===== src/logic/i2c_macros.svh =====
`ifndef I2C_MACROS_SVH
`define I2C_MACROS_SVH

// system clocks per half SCL period, 2 or more
`define I2C_HALF_PERIOD 4

// target address with write bit
`define I2C_TARGET_ADDR 8'hAA

// data bytes after the address byte
`define FRAME_DATA_BYTES 6

`endif


===== src/logic/ball_pkg.sv =====
`default_nettype none

package ball_pkg;

    // one snapshot of the ball as seen by the game logic
    typedef struct packed {
        logic [9:0] ball_y;
        logic [7:0] ball_vy;
        logic [1:0] gravity;    // gravity phase
        logic       collision;
        logic       lose;
    } ball_state_t;

    // position of a data byte within a frame
    typedef logic [2:0] frame_byte_idx_t;

endpackage

`default_nettype wire


===== src/logic/i2c_pkg.sv =====
`default_nettype none

package i2c_pkg;

    // sender -> byte master, held until ready drops
    typedef struct packed {
        logic       start;
        logic       stop;
        logic       enable;
        logic [7:0] data;
    } i2c_cmd_t;

    typedef struct packed {
        logic ready;
        logic nack;     // valid with ready after a byte
    } i2c_rsp_t;

    typedef struct packed {
        logic busy;
        logic done_ok;
        logic done_nack;
    } link_status_t;

endpackage

`default_nettype wire


===== src/logic/ball_frame_sender.sv =====
`default_nettype none
`include "i2c_macros.svh"

module ball_frame_sender (
    input  wire                   clk,
    input  wire                   reset,
    input  wire                   send_trigger,
    input  wire ball_pkg::ball_state_t ball,
    input  wire i2c_pkg::i2c_rsp_t     rsp,
    output i2c_pkg::i2c_cmd_t     cmd,
    output i2c_pkg::link_status_t status,
    output logic [7:0]            state_led
);
    import ball_pkg::*;

    typedef enum logic [2:0] {
        ST_IDLE,
        ST_START,
        ST_WAIT,
        ST_SEND_ADDR,
        ST_SEND_DATA,
        ST_STOP,
        ST_DONE
    } state_t;

    // which operation the wait state is waiting on
    typedef enum logic [1:0] {
        PH_START,
        PH_ADDR,
        PH_DATA,
        PH_STOP
    } phase_t;

    localparam frame_byte_idx_t LAST_IDX = frame_byte_idx_t'(`FRAME_DATA_BYTES - 1);

    state_t          state, state_next;
    phase_t          phase, phase_next;
    frame_byte_idx_t idx, idx_next;
    logic            nack_seen, nack_seen_next;
    ball_state_t     snap;

    function automatic logic [7:0] frame_byte(input ball_state_t b, input frame_byte_idx_t i);
        case (i)
            3'd0: frame_byte = {b.ball_y[9:8], 6'b0};
            3'd1: frame_byte = b.ball_y[7:0];
            3'd2: frame_byte = b.ball_vy;
            3'd3: frame_byte = {6'b0, b.gravity};
            3'd4: frame_byte = {7'b0, b.collision};
            default: frame_byte = {7'b0, b.lose};
        endcase
    endfunction

    always_ff @(posedge clk or posedge reset) begin
        if (reset) begin
            state     <= ST_IDLE;
            phase     <= PH_START;
            idx       <= '0;
            nack_seen <= 1'b0;
        end else begin
            state     <= state_next;
            phase     <= phase_next;
            idx       <= idx_next;
            nack_seen <= nack_seen_next;
        end
    end

    always_ff @(posedge clk) begin
        if (state == ST_IDLE && send_trigger) begin
            snap <= ball;
        end
    end

    always_comb begin
        state_next     = state;
        phase_next     = phase;
        idx_next       = idx;
        nack_seen_next = nack_seen;
        cmd.start      = 1'b0;
        cmd.stop       = 1'b0;
        cmd.enable     = 1'b0;
        cmd.data       = `I2C_TARGET_ADDR;
        state_led      = 8'h01;
        case (state)
            ST_IDLE: begin
                if (send_trigger) begin
                    state_next     = ST_START;
                    idx_next       = '0;
                    nack_seen_next = 1'b0;
                end
            end
            ST_START: begin
                state_led  = 8'h02;
                cmd.start  = 1'b1;
                cmd.enable = 1'b1;
                if (!rsp.ready) begin
                    state_next = ST_WAIT;
                    phase_next = PH_START;
                end
            end
            ST_WAIT: begin
                state_led = 8'h04;
                if (rsp.ready) begin
                    case (phase)
                        PH_START: state_next = ST_SEND_ADDR;
                        PH_STOP:  state_next = ST_DONE;
                        default: begin
                            if (rsp.nack) begin    // abort rest of frame
                                nack_seen_next = 1'b1;
                                state_next     = ST_STOP;
                            end else if (phase == PH_ADDR) begin
                                state_next = ST_SEND_DATA;
                            end else if (idx == LAST_IDX) begin
                                state_next = ST_STOP;
                            end else begin
                                idx_next   = idx + 3'd1;
                                state_next = ST_SEND_DATA;
                            end
                        end
                    endcase
                end
            end
            ST_SEND_ADDR: begin
                state_led  = 8'h08;
                cmd.enable = 1'b1;
                if (!rsp.ready) begin
                    state_next = ST_WAIT;
                    phase_next = PH_ADDR;
                end
            end
            ST_SEND_DATA: begin
                state_led  = 8'h10;
                cmd.enable = 1'b1;
                cmd.data   = frame_byte(snap, idx);
                if (!rsp.ready) begin
                    state_next = ST_WAIT;
                    phase_next = PH_DATA;
                end
            end
            ST_STOP: begin
                state_led  = 8'h20;
                cmd.stop   = 1'b1;
                cmd.enable = 1'b1;
                if (!rsp.ready) begin
                    state_next = ST_WAIT;
                    phase_next = PH_STOP;
                end
            end
            ST_DONE: begin
                state_led  = 8'h40;
                state_next = ST_IDLE;
            end
            default: state_next = ST_IDLE;
        endcase
    end

    // done pulses in the one cycle busy is already low
    always_comb begin
        status.busy      = (state != ST_IDLE) && (state != ST_DONE);
        status.done_ok   = (state == ST_DONE) && !nack_seen;
        status.done_nack = (state == ST_DONE) && nack_seen;
    end

endmodule

`default_nettype wire


===== src/logic/ball_link_top.sv =====
`default_nettype none

module ball_link_top (
    input  wire                        clk,
    input  wire                        reset,
    input  wire                        send_trigger,
    input  wire ball_pkg::ball_state_t ball,
    output i2c_pkg::link_status_t      status,
    output logic [7:0]                 state_led,
    output logic                       scl,
    output logic                       sda_low,
    input  wire                        sda_in
);
    import i2c_pkg::*;

    i2c_cmd_t cmd;
    i2c_rsp_t rsp;

    ball_frame_sender u_sender (
        .clk          (clk),
        .reset        (reset),
        .send_trigger (send_trigger),
        .ball         (ball),
        .rsp          (rsp),
        .cmd          (cmd),
        .status       (status),
        .state_led    (state_led)
    );

    i2c_byte_master u_master (
        .clk     (clk),
        .reset   (reset),
        .cmd     (cmd),
        .rsp     (rsp),
        .scl     (scl),
        .sda_low (sda_low),
        .sda_in  (sda_in)
    );

endmodule

`default_nettype wire


===== src/logic/i2c_byte_master.sv =====
`default_nettype none
`include "i2c_macros.svh"

module i2c_byte_master (
    input  wire                    clk,
    input  wire                    reset,
    input  wire i2c_pkg::i2c_cmd_t cmd,
    output i2c_pkg::i2c_rsp_t      rsp,
    output logic                   scl,       // 1 pulls SCL low
    output logic                   sda_low,   // 1 pulls SDA low
    input  wire                    sda_in
);

    localparam int TICK_W = $clog2(`I2C_HALF_PERIOD);
    localparam logic [TICK_W-1:0] TICK_LAST = TICK_W'(`I2C_HALF_PERIOD - 1);

    // byte = 9 bits, each a low half then a high half
    localparam logic [4:0] DATA_LAST_HALF = 5'd15;
    localparam logic [4:0] BYTE_LAST_HALF = 5'd17;

    typedef enum logic [1:0] {
        ST_IDLE,
        ST_START,
        ST_BYTE,
        ST_STOP
    } state_t;

    state_t            state;
    logic [TICK_W-1:0] tick;
    logic [4:0]        half;
    logic [7:0]        shift;
    logic              nack_r;
    logic              half_end;

    assign half_end = (tick == TICK_LAST);

    always_ff @(posedge clk or posedge reset) begin
        if (reset) begin
            state   <= ST_IDLE;
            tick    <= '0;
            half    <= '0;
            nack_r  <= 1'b0;
            scl     <= 1'b0;
            sda_low <= 1'b0;
        end else begin
            if (state != ST_IDLE) begin
                tick <= half_end ? '0 : tick + 1'b1;
            end
            case (state)
                ST_IDLE: begin
                    tick <= '0;
                    half <= '0;
                    if (cmd.enable) begin
                        if (cmd.start) begin
                            // SDA falls while SCL is still high
                            state   <= ST_START;
                            scl     <= 1'b0;
                            sda_low <= 1'b1;
                        end else if (cmd.stop) begin
                            state   <= ST_STOP;
                            scl     <= 1'b1;
                            sda_low <= 1'b1;
                        end else begin
                            state   <= ST_BYTE;
                            nack_r  <= 1'b0;
                            scl     <= 1'b1;
                            sda_low <= ~cmd.data[7];   // msb first
                        end
                    end
                end
                ST_START: begin
                    if (half_end) begin
                        if (!half[0]) begin
                            half <= 5'd1;
                            scl  <= 1'b1;
                        end else begin
                            state <= ST_IDLE;   // hold SCL low, SDA low
                        end
                    end
                end
                ST_BYTE: begin
                    if (half_end) begin
                        half <= half + 5'd1;
                        if (!half[0]) begin
                            scl <= 1'b0;   // rising SCL edge
                        end else if (half == BYTE_LAST_HALF) begin
                            state  <= ST_IDLE;
                            scl    <= 1'b1;
                            nack_r <= sda_in;   // ack bit, SCL high
                        end else begin
                            scl     <= 1'b1;
                            sda_low <= (half == DATA_LAST_HALF) ? 1'b0 : ~shift[6];
                        end
                    end
                end
                ST_STOP: begin
                    if (half_end) begin
                        if (!half[0]) begin
                            half <= 5'd1;
                            scl  <= 1'b0;
                        end else begin
                            // SDA rises while SCL high
                            state   <= ST_IDLE;
                            sda_low <= 1'b0;
                        end
                    end
                end
                default: state <= ST_IDLE;
            endcase
        end
    end

    always_ff @(posedge clk) begin
        if (state == ST_IDLE && cmd.enable) begin
            shift <= cmd.data;
        end else if (state == ST_BYTE && half_end && half[0]) begin
            shift <= shift << 1;
        end
    end

    always_comb begin
        rsp.ready = (state == ST_IDLE);
        rsp.nack  = nack_r;
    end

endmodule

`default_nettype wire


===== config.mk =====
export PLATFORM = sky130hd
export DESIGN_NAME = ball_link_top
export DESIGN_NICKNAME = d
export VERILOG_FILES = /design/src/logic/ball_pkg.sv /design/src/logic/i2c_pkg.sv /design/src/logic/ball_frame_sender.sv /design/src/logic/ball_link_top.sv /design/src/logic/i2c_byte_master.sv
export VERILOG_INCLUDE_DIRS = /design/src /design/src/logic
export SDC_FILE = /design/constraint.sdc
export NUM_CORES = 1
export LEC_CHECK = 0
export ABC_CLOCK_PERIOD_IN_PS = 4600
export BUFFER_PORTS_ARGS = -buffer_cell sky130_fd_sc_hd__buf_4
export CELL_PAD_IN_SITES_DETAIL_PLACEMENT = 1
export CELL_PAD_IN_SITES_GLOBAL_PLACEMENT = 2
export CORE_ASPECT_RATIO = 1.5
export CORE_MARGIN = 5
export CORE_UTILIZATION = 39
export CTS_CLUSTER_DIAMETER = 60
export DETAILED_ROUTE_END_ITERATION = 6
export PLACE_DENSITY_LB_ADDON = 0.1
export SYNTH_ARGS = -nofsm -noshare
export SYNTH_HDL_FRONTEND = slang
export SYNTH_SLANG_ARGS = --single-unit
export TNS_END_PERCENT = 50

===== constraint.sdc =====
create_clock -name clk -period 4.6 [get_ports clk]
set_input_delay 0.46 -clock clk [delete_from_list [all_inputs] [get_ports clk]]
set_output_delay 0.46 -clock clk [all_outputs]
set_load 0.02 [all_outputs]

==> results.yml <==
clocking:
  tritoncts: "done"
  worstSkewPairLatency_ns: 0.30
  post_cts_resized: 0
  clk_path_buf_depth: 2
  cts_buffers: 5
  cts_num_sinks: 50
  cts_htree_levels: 2
  path_clk_slew_ns: 0.09
  root_buffer: "clkbuf_8"
  postCtsSetupRepairBufs: 0
  cts_hold_buf: 0
yosys:
  syn_nets: 260
  ys_ff_latch: 50
  synthAdderAreaFrac_pct: 6.01
  syn_avg_cell_area_sq_um: 11.3
  synth_area_leaders: "edfxtp_1, dfrtp_1, ha_1"
  ys_seq_area_share_pct: 55.9
  netlist_area_sq_um: 2500
  muxShareOfSynthArea_pct: 0.851
  synth-compound-area-share_pct: 17.3
  synth_top_family_by_area: "compound AO/OA/AOI/OAI gates"
  yosysWarnings: 0
  yosys.area_share.simple_pct: 14.9
  synth_top_area_share_pct: 34.8
  async_reset_ff_share_pct: 42.0
  netlist-cell-type-count: 52
  synthCells: 222
  post-synth-top-area-cell: "edfxtp_1"
  synth_xor_area_share_pct: 0.350
  synth_flop_cell: "edfxtp_1"
  synth_edf_count: 29
floorplan:
  ios: 39
  core_area_sq_um: 6170
  die_h_um: 108
  die_w_um: 75.4
  start_util_pct: 40.5
  die-area_sq_um: 8140
  row_count: 35
cells_and_area:
  syn_to_final_growth_pct: 17.6
  final_nets: 291
  diodes: 0
  mostFrequentLayoutCell: "buf_4"
  final_cell_mix: "buf_4, edfxtp_1, nor2_1, dfrtp_1, nand2_1"
  drive_above_1_share_pct: 21.3
setup_path:
  critPathKind: "reg2out"
  max_stage_delay_ns: 0.64
  path_cells: "or2_1, or2_4, clkinv_2, buf_4"
  critPathArrivalTime_ns: 1.84
  critPathCaptureType: "primary output"
  critical_path_required_ns: 4.14
  cp_max_fo: 21
  cpMaxStageDelayCell: "dfrtp_1"
  start_kind: "flip-flop"
job:
  drv_cap: 0
global_route:
  antenna_found_initial: 0
  grt-ovfl-total: 0
  grt_pass1_vias: 1896
  globalRouteMet3Util_pct: 2.33
  busiest_layer: "met2"
  grt_max_degree: 25
  use_met2_pct: 25.8
  global_route.usage.met1_pct: 18.2
  grt_usage_pct: 14.7
  grt_pass1_wl_um: 9250
detailed_routing:
  wirelength_um: 5480
  num_vias: 1771
  wire_per_inst_um: 16.7
  initialDrtViolationCount: 81
  drt_pass1_iterations: 4
  drc_errors: 0
  drt-vias-per-instance: 5.40
  ant_nets: 0
pwr:
  powerDensity_nw_per_um2: 282
  power_leakage_nw: 1.18
  vdd_ir_drop_max_uv: 195
placed_design:
  place.gp.congestion: 0.767
  dpl.hpwl_um: 4120
  portBuffers: 37
timing:
  holdWs_ns: 0.331
  tns_ns: 0
  slew_headroom_pct: 41.0
  fmax_ghz: 0.436
  fin_crit_sh_pct: 49.9
  worstMarginPinSlew_ns: 0.884
  finClkSkew_ns: 0.0111
  post-route-min-period_ns: 2.30
  maxSlewViolCount: 0
  hold_viol: 0
  rsz0062_at_grt: "no"
  final-setup-viol-count: 0
hold_path:
  min_path_type: "in2reg"
status:
  status: "finished clean"
-- cells in the mapped netlist (3+ instances only) --
cell	number
a21oi_1	11
a221oi_1	3
a22o_1	6
a22oi_1	5
and2_1	3
buf_2	6
clkbuf_1	7
dfrtp_1	21
edfxtp_1	29
ha_1	12
inv_1	12
nand2_1	14
nand2b_1	5
nor2_1	21
nor2b_1	4
nor3_1	4
o21ai_0	6
o21ai_1	5
o22a_1	3
o32ai_1	3
-- routing by layer --
metal	vias to the layer above	part of all wire (%)
met5	-	0
met4	0	1.1
met3	5	3.7
met2	35	54
met1	862	41
li1	869	-
-- report_power, final --
group | internal, mW | leakage, nW | switching, mW
Combinational | 0.0180 | 0.611 | 0.0130
Clock | 0.166 | 0.0563 | 0.155
Sequential | 0.475 | 0.509 | 0.00225
-- worst paths after layout --
kind	from	to	slack, ns	cells after the start
max in group asynchronous	reset	u_sender.state[2]	3.72	2
worst max register to register	u_master.state[0]	u_master.shift[6]	2.44	4
worst max-delay path	u_sender.state[0]	state_led[2]	2.30	4
min in group asynchronous	reset	u_master.tick[1]	0.34	2
worst min register to register	u_master.tick[0]	u_master.tick[0]	0.44	1
worst min-delay path	ball[8]	u_sender.snap[8]	0.33	1
-- area by class of cell --
cell class | instances | area, sq um
inverter | 13 | 50.0
fill | 675 | 3230
tap | 74 | 92.6
multi-input combinational | 145 | 998
timing repair buffer | 38 | 285
clock inverter | 3 | 48.8
clock buffer | 5 | 68.8
sequential | 50 | 1400
-- registers in the layout (all words and copies together), names as in the netlist --
name / flops
u_sender.idx: 3
u_sender.state: 3
u_master.scl: 1
u_sender.phase: 2
u_master.state: 2
u_master.nack_r: 1
u_sender.nack_seen: 1
u_master.sda_low: 1
u_sender.snap: 22
u_master.half: 5
u_master.shift: 7
u_master.tick: 2
-- per-stage QoR --
step           cells  area [sq um]  power (mW)  worst slack, ns  utilization [%]
5_1_grt          328          2940       0.863             2.19             47.6
2_1_floorplan    222          2500       0.499             2.04                -
3_5_place_dp     320          2820       0.519             2.44             45.7
4_1_cts          328          2940       0.842             2.26             47.6
3_3_place_gp     320          2820       0.518             2.49             45.7
6_report         328          2940       0.829             2.30             47.6
-- logic make-up (layout without fill, tap and decap cells) --
family	Yosys count	count (layout)
AO/OA/AOI/OAI	60	60
multiplexers	2	2
AND/OR/NAND/NOR	69	69
buffers and inverters	27	59
other	1	1
adder cells (fa/ha/maj)	12	12
flip-flops	50	50
XOR/XNOR	1	1
-- critical path, delay by kind of cell, from the launching register on --
family	cells	cell delay (ns)
buf+inv	2	0.25
flops	1	0.64
simple gates	2	0.64
(Power assumes the default switching activity.)
